<file path="src/common/elevator_pkg.sv">
// Floor, mask, direction and grouped-signal types shared by every module of the floor controller
package elevator_pkg;

    //////////////////////////////
    // Sizing
    //////////////////////////////

    // Largest floor count the mask types can carry
    localparam int MAX_FLOORS = 16;

    // Floor index, 0 is the lowest landing
    typedef logic [3:0] floor_t;

    // One bit per floor, bits at and above the floor count stay zero
    typedef logic [MAX_FLOORS-1:0] floor_mask_t;

    typedef enum logic {
        DIR_DOWN = 1'b0,
        DIR_UP   = 1'b1
    } dir_t;

    //////////////////////////////
    // Grouped signals
    //////////////////////////////

    // Raw button inputs, one bit per floor
    typedef struct packed {
        floor_mask_t hall;
        floor_mask_t panel;
    } buttons_t;

    // Reported by the car motion controller
    typedef struct packed {
        floor_t floor;
        logic   moving;
    } car_status_t;

    typedef struct packed {
        logic power_on;
        logic emergency;
    } service_t;

    // Offered to the car over the valid/ready handshake
    typedef struct packed {
        floor_t floor;
        dir_t   direction;
    } target_t;

    //////////////////////////////
    // Helpers
    //////////////////////////////

    // One-hot mask selecting a single floor
    function automatic floor_mask_t floor_bit(floor_t f);
        return floor_mask_t'(1) << f;
    endfunction

    // Ones for every floor that exists in the building
    function automatic floor_mask_t valid_floors(int num_floors);
        floor_mask_t m;
        m = '0;
        for (int i = 0; i < MAX_FLOORS; i++) begin
            if (i < num_floors) begin
                m[i] = 1'b1;
            end
        end
        return m;
    endfunction

endpackage
</file>
<file path="src/floor_logic_top.sv">
// Floor-request controller top: request lights feeding the sweep dispatcher, set up per building size
`timescale 1ns/1ps

module floor_logic_top #(
    parameter int NUM_FLOORS = 11
) (
    input  logic                      clock,
    input  logic                      reset_n,
    input  elevator_pkg::buttons_t    buttons,
    input  elevator_pkg::car_status_t status,
    input  elevator_pkg::service_t    service,
    input  logic                      door_open_button,
    input  logic                      door_close_button,
    output elevator_pkg::floor_mask_t call_lights,
    output elevator_pkg::floor_mask_t panel_lights,
    output elevator_pkg::target_t     target,
    output logic                      target_valid,
    input  logic                      target_ready,
    output logic                      door_open_allowed,
    output logic                      door_close_allowed
);

    import elevator_pkg::*;

    // Arrival report from dispatcher back to the lights
    logic   arrive_valid;
    floor_t arrive_floor;

    request_latch #(
        .NUM_FLOORS (NUM_FLOORS)
    ) latch_i (
        .clock        (clock),
        .reset_n      (reset_n),
        .buttons      (buttons),
        .status       (status),
        .service      (service),
        .arrive_valid (arrive_valid),
        .arrive_floor (arrive_floor),
        .call_lights  (call_lights),
        .panel_lights (panel_lights)
    );

    floor_dispatcher #(
        .NUM_FLOORS (NUM_FLOORS)
    ) dispatch_i (
        .clock              (clock),
        .reset_n            (reset_n),
        .call_lights        (call_lights),
        .panel_lights       (panel_lights),
        .status             (status),
        .service            (service),
        .door_open_button   (door_open_button),
        .door_close_button  (door_close_button),
        .target             (target),
        .target_valid       (target_valid),
        .target_ready       (target_ready),
        .arrive_valid       (arrive_valid),
        .arrive_floor       (arrive_floor),
        .door_open_allowed  (door_open_allowed),
        .door_close_allowed (door_close_allowed)
    );

endmodule

</file>
<file path="src/dispatch/floor_dispatcher.sv">
// Dispatcher: issues sweep targets to the car, detects arrival and grants the door buttons
`timescale 1ns/1ps

module floor_dispatcher #(
    parameter int NUM_FLOORS = 11
) (
    input  logic                      clock,
    input  logic                      reset_n,
    input  elevator_pkg::floor_mask_t call_lights,
    input  elevator_pkg::floor_mask_t panel_lights,
    input  elevator_pkg::car_status_t status,
    input  elevator_pkg::service_t    service,
    input  logic                      door_open_button,
    input  logic                      door_close_button,
    output elevator_pkg::target_t     target,
    output logic                      target_valid,
    input  logic                      target_ready,
    output logic                      arrive_valid,
    output elevator_pkg::floor_t      arrive_floor,
    output logic                      door_open_allowed,
    output logic                      door_close_allowed
);

    import elevator_pkg::*;

    typedef enum logic [1:0] {
        ST_IDLE,
        ST_OFFER,
        ST_TRAVEL
    } state_t;

    state_t      state;
    dir_t        sweep_dir;
    floor_t      target_floor;
    floor_mask_t pending;
    logic        pending_found;
    floor_t      pending_floor;
    dir_t        pending_dir;
    logic        in_service;
    logic        car_stopped;
    logic        launch;

    //////////////////////////////
    // Next target search
    //////////////////////////////

    assign pending = call_lights | panel_lights;

    sweep_select #(
        .NUM_FLOORS (NUM_FLOORS)
    ) sweep_i (
        .pending        (pending),
        .current_floor  (status.floor),
        .direction      (sweep_dir),
        .found          (pending_found),
        .next_floor     (pending_floor),
        .next_direction (pending_dir)
    );

    assign in_service  = service.power_on && !service.emergency;
    assign car_stopped = !status.moving;

    // New target only from idle, one target in flight at a time
    assign launch = (state == ST_IDLE) && pending_found && in_service;

    //////////////////////////////
    // Dispatch FSM
    //////////////////////////////

    always_ff @(posedge clock or negedge reset_n) begin
        if (!reset_n) begin
            state     <= ST_IDLE;
            sweep_dir <= DIR_UP;
        end else begin
            case (state)
                ST_IDLE: begin
                    if (launch) begin
                        state     <= ST_OFFER;
                        sweep_dir <= pending_dir;
                    end
                end
                // Held until the car takes it, even through an emergency
                ST_OFFER: begin
                    if (target_ready) begin
                        state <= ST_TRAVEL;
                    end
                end
                ST_TRAVEL: begin
                    if (arrive_valid) begin
                        state <= ST_IDLE;
                    end
                end
                default: state <= ST_IDLE;
            endcase
        end
    end

    // Floor payload, loaded together with the sweep direction
    always_ff @(posedge clock) begin
        if (launch) begin
            target_floor <= pending_floor;
        end
    end

    assign target       = '{floor: target_floor, direction: sweep_dir};
    assign target_valid = (state == ST_OFFER);

    // Car standing at the dispatched floor ends the trip
    assign arrive_valid = (state == ST_TRAVEL) && car_stopped && (status.floor == target_floor);
    assign arrive_floor = target_floor;

    //////////////////////////////
    // Door permissions
    //////////////////////////////

    always_ff @(posedge clock or negedge reset_n) begin
        if (!reset_n) begin
            door_open_allowed  <= 1'b0;
            door_close_allowed <= 1'b0;
        end else begin
            door_open_allowed  <= car_stopped && service.power_on && door_open_button;
            // Open button overrides close
            door_close_allowed <= car_stopped && service.power_on && door_close_button &&
                                  !door_open_button && (state == ST_IDLE);
        end
    end

    //////////////////////////////
    // Protocol checks
    //////////////////////////////

    target_held: assert property (
        @(posedge clock) disable iff (!reset_n)
        target_valid && !target_ready |=> target_valid && $stable(target)
    ) else $error("target changed or dropped under back-pressure");

    arrive_single: assert property (
        @(posedge clock) disable iff (!reset_n)
        arrive_valid |=> !arrive_valid
    ) else $error("arrive_valid longer than one cycle");

    target_in_range: assert property (
        @(posedge clock) disable iff (!reset_n)
        target_valid |-> (int'(target.floor) < NUM_FLOORS)
    ) else $error("target floor %0d out of range", target.floor);

endmodule

</file>
<file path="src/dispatch/sweep_select.sv">
// Sweep search: picks the nearest pending floor ahead of the car and reverses when none is ahead
`timescale 1ns/1ps

module sweep_select #(
    parameter int NUM_FLOORS = 11
) (
    input  elevator_pkg::floor_mask_t pending,
    input  elevator_pkg::floor_t      current_floor,
    input  elevator_pkg::dir_t        direction,
    output logic                      found,
    output elevator_pkg::floor_t      next_floor,
    output elevator_pkg::dir_t        next_direction
);

    import elevator_pkg::*;

    logic   above_found;
    floor_t above_floor;
    logic   below_found;
    floor_t below_floor;

    // Nearest pending floor above, scanned top down so the lowest hit is kept
    always_comb begin
        above_found = 1'b0;
        above_floor = '0;
        for (int f = NUM_FLOORS - 1; f >= 0; f--) begin
            if (pending[f] && (f > int'(current_floor))) begin
                above_found = 1'b1;
                above_floor = floor_t'(f);
            end
        end
    end

    // Nearest pending floor below, scanned bottom up so the highest hit is kept
    always_comb begin
        below_found = 1'b0;
        below_floor = '0;
        for (int f = 0; f < NUM_FLOORS; f++) begin
            if (pending[f] && (f < int'(current_floor))) begin
                below_found = 1'b1;
                below_floor = floor_t'(f);
            end
        end
    end

    // Keep going while something lies ahead, otherwise turn around
    always_comb begin
        found          = above_found || below_found;
        next_floor     = current_floor;
        next_direction = direction;
        if (direction == DIR_UP) begin
            if (above_found) begin
                next_floor     = above_floor;
                next_direction = DIR_UP;
            end else if (below_found) begin
                next_floor     = below_floor;
                next_direction = DIR_DOWN;
            end
        end else begin
            if (below_found) begin
                next_floor     = below_floor;
                next_direction = DIR_DOWN;
            end else if (above_found) begin
                next_floor     = above_floor;
                next_direction = DIR_UP;
            end
        end
    end

endmodule

</file>
<file path="src/request_latch.sv">
// Request lights: latches hall and panel presses per floor and clears a floor's lights on arrival
`timescale 1ns/1ps

module request_latch #(
    parameter int NUM_FLOORS = 11
) (
    input  logic                      clock,
    input  logic                      reset_n,
    input  elevator_pkg::buttons_t    buttons,
    input  elevator_pkg::car_status_t status,
    input  elevator_pkg::service_t    service,
    input  logic                      arrive_valid,
    input  elevator_pkg::floor_t      arrive_floor,
    output elevator_pkg::floor_mask_t call_lights,
    output elevator_pkg::floor_mask_t panel_lights
);

    import elevator_pkg::*;

    // Floors that exist for this building
    localparam floor_mask_t FLOOR_MASK = valid_floors(NUM_FLOORS);

    logic        accept;
    floor_mask_t stop_mask;
    floor_mask_t clear_mask;
    floor_mask_t hall_set;
    floor_mask_t panel_set;
    floor_mask_t call_next;
    floor_mask_t panel_next;

    //////////////////////////////
    // Press qualification
    //////////////////////////////

    // Buttons are dead without power or during an emergency
    assign accept = service.power_on && !service.emergency;

    // A press at the landing where the car stands is answered by the door
    assign stop_mask = status.moving ? '0 : floor_bit(status.floor);

    assign hall_set  = accept ? (buttons.hall & FLOOR_MASK & ~stop_mask) : '0;
    assign panel_set = accept ? (buttons.panel & FLOOR_MASK & ~stop_mask) : '0;

    // Arrival clears both lights of the served floor
    assign clear_mask = arrive_valid ? floor_bit(arrive_floor) : '0;

    //////////////////////////////
    // Light registers
    //////////////////////////////

    // Clear is applied last so arrival wins over a same-cycle press
    assign call_next  = (call_lights | hall_set) & ~clear_mask;
    assign panel_next = (panel_lights | panel_set) & ~clear_mask;

    always_ff @(posedge clock or negedge reset_n) begin
        if (!reset_n) begin
            call_lights  <= '0;
            panel_lights <= '0;
        end else begin
            call_lights  <= call_next;
            panel_lights <= panel_next;
        end
    end

    // Floors beyond the building never light up
    lights_in_range: assert property (
        @(posedge clock) disable iff (!reset_n)
        ((call_lights | panel_lights) & ~FLOOR_MASK) == '0
    ) else $error("request light set above floor %0d", NUM_FLOORS - 1);

endmodule

</file>
<file path="config.mk">
export PLATFORM = sky130hd
export DESIGN_NAME = floor_logic_top
export DESIGN_NICKNAME = d
export VERILOG_FILES = /design/src/common/elevator_pkg.sv /design/src/floor_logic_top.sv /design/src/dispatch/floor_dispatcher.sv /design/src/dispatch/sweep_select.sv /design/src/request_latch.sv
export SDC_FILE = /design/constraint.sdc
export NUM_CORES = 1
export LEC_CHECK = 0
export BUFFER_PORTS_ARGS = -buffer_cell sky130_fd_sc_hd__buf_4
export CAP_MARGIN = 15
export CELL_PAD_IN_SITES_DETAIL_PLACEMENT = 2
export CELL_PAD_IN_SITES_GLOBAL_PLACEMENT = 2
export CORE_MARGIN = 2
export CORE_UTILIZATION = 29
export DETAILED_ROUTE_END_ITERATION = 8
export GPL_TIMING_DRIVEN = 0
export PLACE_DENSITY_LB_ADDON = 0.05
export SYNTH_ARGS = -nofsm -noshare
export SYNTH_HDL_FRONTEND = slang
export SYNTH_SLANG_ARGS = --single-unit
</file>
<file path="constraint.sdc">
create_clock -name clock -period 2.9 [get_ports clock]
set_clock_uncertainty 0.2 [all_clocks]
set_input_delay 0.145 -clock clock [delete_from_list [all_inputs] [get_ports clock]]
set_output_delay 0.145 -clock clock [all_outputs]
set_load 0.02 [all_outputs]
</file>
Word level (Yosys, flattened, before mapping)

Index checks and enable logic that the tools add are counted.

$lt $le $gt $ge: 21
Equality and inequality tests: 6
Shift-type cells: 2
Mux-type cells: 59
Bitwise operators: 9
Reductions and logical operators: 38

Operator list:

| operator                                           | number |
|---|---|
| 2-to-1 mux 4 bit                                   | 24 |
| 2-to-1 mux 16 bit                                  | 4 |
| bitwise AND 11 x 16 -> 16 bit                      | 2 |
| bitwise AND 16 bit                                 | 2 |
| NOT 16 bit                                         | 2 |
| OR 16 bit                                          | 2 |
| left shift 1 x 4 -> 16 bit (first input constant)  | 2 |
| logical AND 1 bit                                  | 31 |
| 2-to-1 mux 1 bit                                   | 27 |
| > comparator 3 x 4 -> 1 bit (first input constant) | 4 |
| < comparator 3 x 4 -> 1 bit (first input constant) | 4 |
| > comparator 4 bit (first input constant)          | 3 |
| < comparator 4 bit (first input constant)          | 3 |
| OR 11 bit                                          | 1 |
| > comparator 2 x 4 -> 1 bit (first input constant) | 2 |
| < comparator 1 x 4 -> 1 bit (first input constant) | 2 |
| < comparator 2 x 4 -> 1 bit (first input constant) | 2 |
| 2-to-1 mux 2 bit                                   | 3 |
| one-hot mux 2 bit (3 select lines)                 | 1 |
| == test 4 bit                                      | 1 |
| > comparator 1 x 4 -> 1 bit (first input constant) | 1 |
| != test 2 x 1 -> 1 bit (second input constant)     | 2 |
| zero test 1 bit                                    | 3 |
| AND reduction 3 bit                                | 1 |
| 6 further kinds                                    | 6 |

Flip-flop bits (word level): 41
Bits of input ports: 44
Output and inout port bits: 40
Logic and storage cells: 142

Depth between registers and ports, before layout

Word-level depth: 18
Gate-level depth with buffers: 8

By module

A second synthesis with hierarchy kept.

Cells, all modules: 306
Area total of the unflattened synthesis: 2670.1 um^2

Modules (own cells, without submodules):

| module           | instances | cells an instance | area an instance (um^2) |
|---|---|---|---|
| request_latch    | 1         | 146               | 1422.6 |
| sweep_select     | 1         | 110               | 694.4 |
| floor_dispatcher | 1         | 50                | 553.0 |

Worst setup path after synthesis

No wires, ideal clock.

Path kind: register to register
Start point: register latch_i.call_lights[7]
End point: register dispatch_i.target_floor[0] (netlist: dispatch_i.arrive_floor[0]) (data pin)
Library setup time: 257 ps
Arrival: 1809 ps
Required time: 2443 ps
Setup slack: 635 ps
Cell stages (with the launch flop): 7
Buffers on the path: 0
Path through: dfrtp_1 -> or2_2 -> o2bb2ai_1 -> or3_1 -> o2111ai_1 -> o211ai_1 -> a32o_1

Word-level cells in the longest chain between the ends: 12
Elaborated cells on any way between the ends: 30
Those cells by class: mux: 27; bitwise: 1; reduce/logical: 2

RTL lines:

| item                                                                      | line                    | source |
|---|---|---|
| start, declared                                                           | request_latch.sv:14     | `output elevator_pkg::floor_mask_t call_lights,` |
| start signal, assigned                                                    | request_latch.sv:60     | `call_lights <= call_next;` |
| OR 11 bit (*)                                                             | floor_dispatcher.sv:47  | `assign pending = call_lights \| panel_lights;` |
| logical AND 1 bit                                                         | sweep_select.sv:27      | `if (pending[f] && (f > int'(current_floor))) begin` |
| 2-to-1 mux 4 bit / 2-to-1 mux 1 bit (equally long branches) (7 in series) | sweep_select.sv:27      |  |
| 2-to-1 mux 4 bit                                                          | sweep_select.sv:63      | `end else if (above_found) begin` |
| 2-to-1 mux 4 bit                                                          | sweep_select.sv:60      | `if (below_found) begin` |
| 2-to-1 mux 4 bit (*)                                                      | sweep_select.sv:51      | `if (direction == DIR_UP) begin` |
| via dispatch_i.pending_floor[0]                                           | floor_dispatcher.sv:37  | `floor_t pending_floor;` |
| end signal, assigned                                                      | floor_dispatcher.sv:101 | `target_floor <= pending_floor;` |
| end, declared                                                             | floor_dispatcher.sv:34  | `floor_t target_floor;` |

The timed path passes the listed nets; every way through them passes the cells marked *.
A chain may end at the register's enable or synchronous reset.

Worst setup path after layout

Start point: register dispatch_i.target_floor[2] (netlist: dispatch_i.arrive_floor[2])
End point: register latch_i.panel_lights[4]

Word-level cells in the longest chain between the ends: 5
Elaborated cells on any way between the ends: 6
Those cells by class: eq/ne: 1; shift: 1; mux: 1; bitwise: 2; reduce/logical: 1

RTL lines:

| item                      | line                    | source |
|---|---|---|
| == test 4 bit             | floor_dispatcher.sv:109 | `assign arrive_valid = (state == ST_TRAVEL) && car_stopped && (status.floor == target_floor);` |
| logical AND 1 bit         | floor_dispatcher.sv:109 |  |
| 2-to-1 mux 16 bit (*)     | request_latch.sv:45     | `assign clear_mask = arrive_valid ? floor_bit(arrive_floor) : '0;` |
| NOT 16 bit (*)            | request_latch.sv:53     | `assign panel_next = (panel_lights \| panel_set) & ~clear_mask;` |
| bitwise AND 16 bit (*)    | request_latch.sv:53     |  |
| via latch_i.panel_next[4] | request_latch.sv:29     | `floor_mask_t panel_next;` |
| end signal, assigned      | request_latch.sv:61     | `panel_lights <= panel_next;` |
| end, declared             | request_latch.sv:15     | `output elevator_pkg::floor_mask_t panel_lights` |

Marked as above.

==> impl_metrics.ini <==
[sta]
relSlewSlack_pct = 58.5
period_share_pct = 93.7
hold_viol_final = 0
rsz0062_at_grt = no
worst_slew_pin_slew_ps = 616
drv_slew = 0
setup_viol = 0
setup_tns_ps = 0
max_freq_mhz = 368
fin_crit_ps = 2720

[critical_path]
arrival_ps = 2680
setup.worst_path.class = reg -> reg
crit_path_end_kind = flip-flop
crit_required_ps = 2860
cp-start-kind = flip-flop
cp_max_fo = 10
r2r_slack_ps = 180

[layout]
area_delta_synth_final_pct = 42.4
nets = 418
num_antenna_cells = 0
fin_util_pct = 42.8
fillers = 930
drive_above_1_share_pct = 29.1

[pwr]
power_density_nw_per_um2 = 416
peakVddDrop_uv = 181
p_leak_nw = 1.42

[detailed_routing]
first_iter_violations = 61
wl_per_cell_um = 20.6
drc_errors = 0
viasPerCell = 5.47
drt_first_pass_iters = 4
wirelength_um = 9880
ant_nets = 0
vias = 2624

[synth]
synthCells = 269
synth_area_leaders = dfrtp_1 36%, a21oi_1 8.5%, edfxtp_1 4.8%
ys_seq_area_share_pct = 42.2
synth.top_cell.area_share_pct = 36.3
synthXorXnorAreaFrac_pct = 1.41
synthArstFlopShare_pct = 90.2
synth_top_flop_cell = dfrtp_1
ys_warn_count = 0
synth_cell_types = 62
syn_nets = 313
syn-cell-area_um2 = 2480
synth_edf_count = 4
synth_top_area_cell = dfrtp_1
avgSynthCellArea_um2 = 9.22
synth-adder-area-share_pct = 0
post_synth_and_or_nand_nor_area_fraction_pct = 25.4
synth_compound_area_share_pct = 26.6
synth_top_family_by_area = compound AO/OA/AOI/OAI gates
muxShareOfSynthArea_pct = 0
synth-seq-cells = 41

[cts]
cts.sinks = 41
clockBufferDepth = 2
cts_setup_buffers = 0
root_buffer = clkbuf_8
clk_pin_slew_worst_paths_ps = 90
ctsHoldBuffers = 28
cts_tree = built
cts_max_level = 2
insertion_delay_ps = 300
cts_inserted_buffers = 5
cts_resized = 0

[floorplan]
dieArea_um2 = 9310
ios = 84
rows = 33
die_w_um = 96.5
initial_utilization_pct = 30.0
core_region_area_um2 = 8260
die_h_um = 96.5

[global_route]
antenna_found_initial = 0
grt_pass1_vias = 2835
grt_pass1_wl_um = 15900
grt_overflow = 0
grt_start_max_net_pins = 38
grt_usage_pct = 22.8

[placed_design]
place_hpwl_um = 7310
place_congestion = 0.830
io_buffers = 70

[status]
outcome = completed

[flow_run]
maxCapViolations = 0

[hold_path]
hp-class = in -> reg
## routing by layer
layer,GRT usage [%],routed length (um),part of all wire (%),vias up
li1,-,-,-,1215
met1,30.2,4390,44,1358
met2,39.7,5140,52,42
met3,3.03,234,2.4,9
met4,4.93,116,1.2,0
met5,0,0,0,-
## metrics by stage
stage,hold WS (ps),area [um^2],std cells,setup slack (ps),power [W]
after floorplan,-351,2480,269,635,0.000825
after global placement,-57.1,3140,444,251,0.000953
after detailed placement,-51.8,3140,444,201,0.000964
after CTS,42.9,3530,480,186,0.00148
after global routing,64.8,3530,480,21.5,0.00154
final,49.9,3530,480,183,0.00147
## layout make-up
class | count | area, um^2 | share of cell area [%]
buffer | 16 | 106 | 3.01
tap | 105 | 131 | 3.72
timing repair buffer | 98 | 806 | 22.8
inverter | 1 | 3.75 | 0.106
multi-input combinational | 211 | 1320 | 37.5
clock inverter | 3 | 45.0 | 1.28
sequential | 41 | 1050 | 29.6
clock buffer | 5 | 68.8 | 1.95
## cells by family (layout without fill, tap and decap cells)
| logic type | count (synthesis) | count (layout) |
|---|---|---|
| buffers and inverters | 17 | 123 |
| xor gates and xnor gates | 4 | 4 |
| DFF | 41 | 41 |
| and+or+nand+nor | 106 | 106 |
| AOI/OAI and AO/OA | 101 | 101 |
## worst max-delay path, stage by stage (launching register included)
cell	delay, ps
edfxtp_1	370
clkbuf_1	460
xnor2_1	180
nand3_1	130
nor4_4	420
nand2b_1	210
nor3_1	490
nor2_1	120
## worst paths after layout
check	startpoint	to	cells after the start
worst max-delay path	dispatch_i.arrive_floor[2]	latch_i.panel_lights[4]	7
worst max register to register	dispatch_i.arrive_floor[2]	latch_i.panel_lights[4]	7
worst min register to register	latch_i.panel_lights[14]	latch_i.panel_lights[14]	1
worst min-delay path	status[0]	dispatch_i.state[1]	3
max in group asynchronous	reset_n	dispatch_i.sweep_dir	2
min in group asynchronous	reset_n	latch_i.panel_lights[6]	2
## sequential cells by signal (all words and copies together) (netlist names)
signal,count
dispatch_i.arrive_floor,4
dispatch_i.door_close_allowed,1
dispatch_i.door_open_allowed,1
dispatch_i.state,2
dispatch_i.sweep_dir,1
latch_i.call_lights,16
latch_i.panel_lights,16
## cells in the mapped netlist, types with 4 or more instances
| cell type | n |
|---|---|
| a21oi_1 | 42 |
| a31oi_1 | 9 |
| and3_1 | 6 |
| buf_2 | 4 |
| buf_6 | 4 |
| clkbuf_1 | 5 |
| dfrtp_1 | 36 |
| edfxtp_1 | 4 |
| nand2_1 | 8 |
| nand2b_1 | 7 |
| nand3_1 | 4 |
| nor2_1 | 31 |
| nor2b_1 | 16 |
| nor3_1 | 9 |
| o21a_1 | 5 |
| o21ai_0 | 12 |
## layout by cell type, fill, tap and decap left out, types with 4 or more instances in the layout
cell type      count
clkbuf_1           5
buf_4             73
and3_1             6
nor2b_1           16
o21a_1             5
dlygate4sd3_1     28
o21ai_0           12
nand2b_1           7
nor2_1            31
nand2_1            8
edfxtp_1           4
nor3_1             9
clkbuf_8           5
nand3_1            4
a31oi_1            9
a21oi_1           42
dfrtp_1           36
buf_2              4
buf_6              4
## power breakdown
| group | internal [W] | total, W | switching, W |
|---|---|---|---|
| clock | 0.000259 | 0.000484 | 0.000225 |
| combinational | 0.000150 | 0.000340 | 0.000190 |
| sequential | 0.000606 | 0.000646 | 0.0000401 |
| total | 0.00101 | 0.00147 | 0.000456 |
Note: power is estimated with default switching activity, not from simulation.
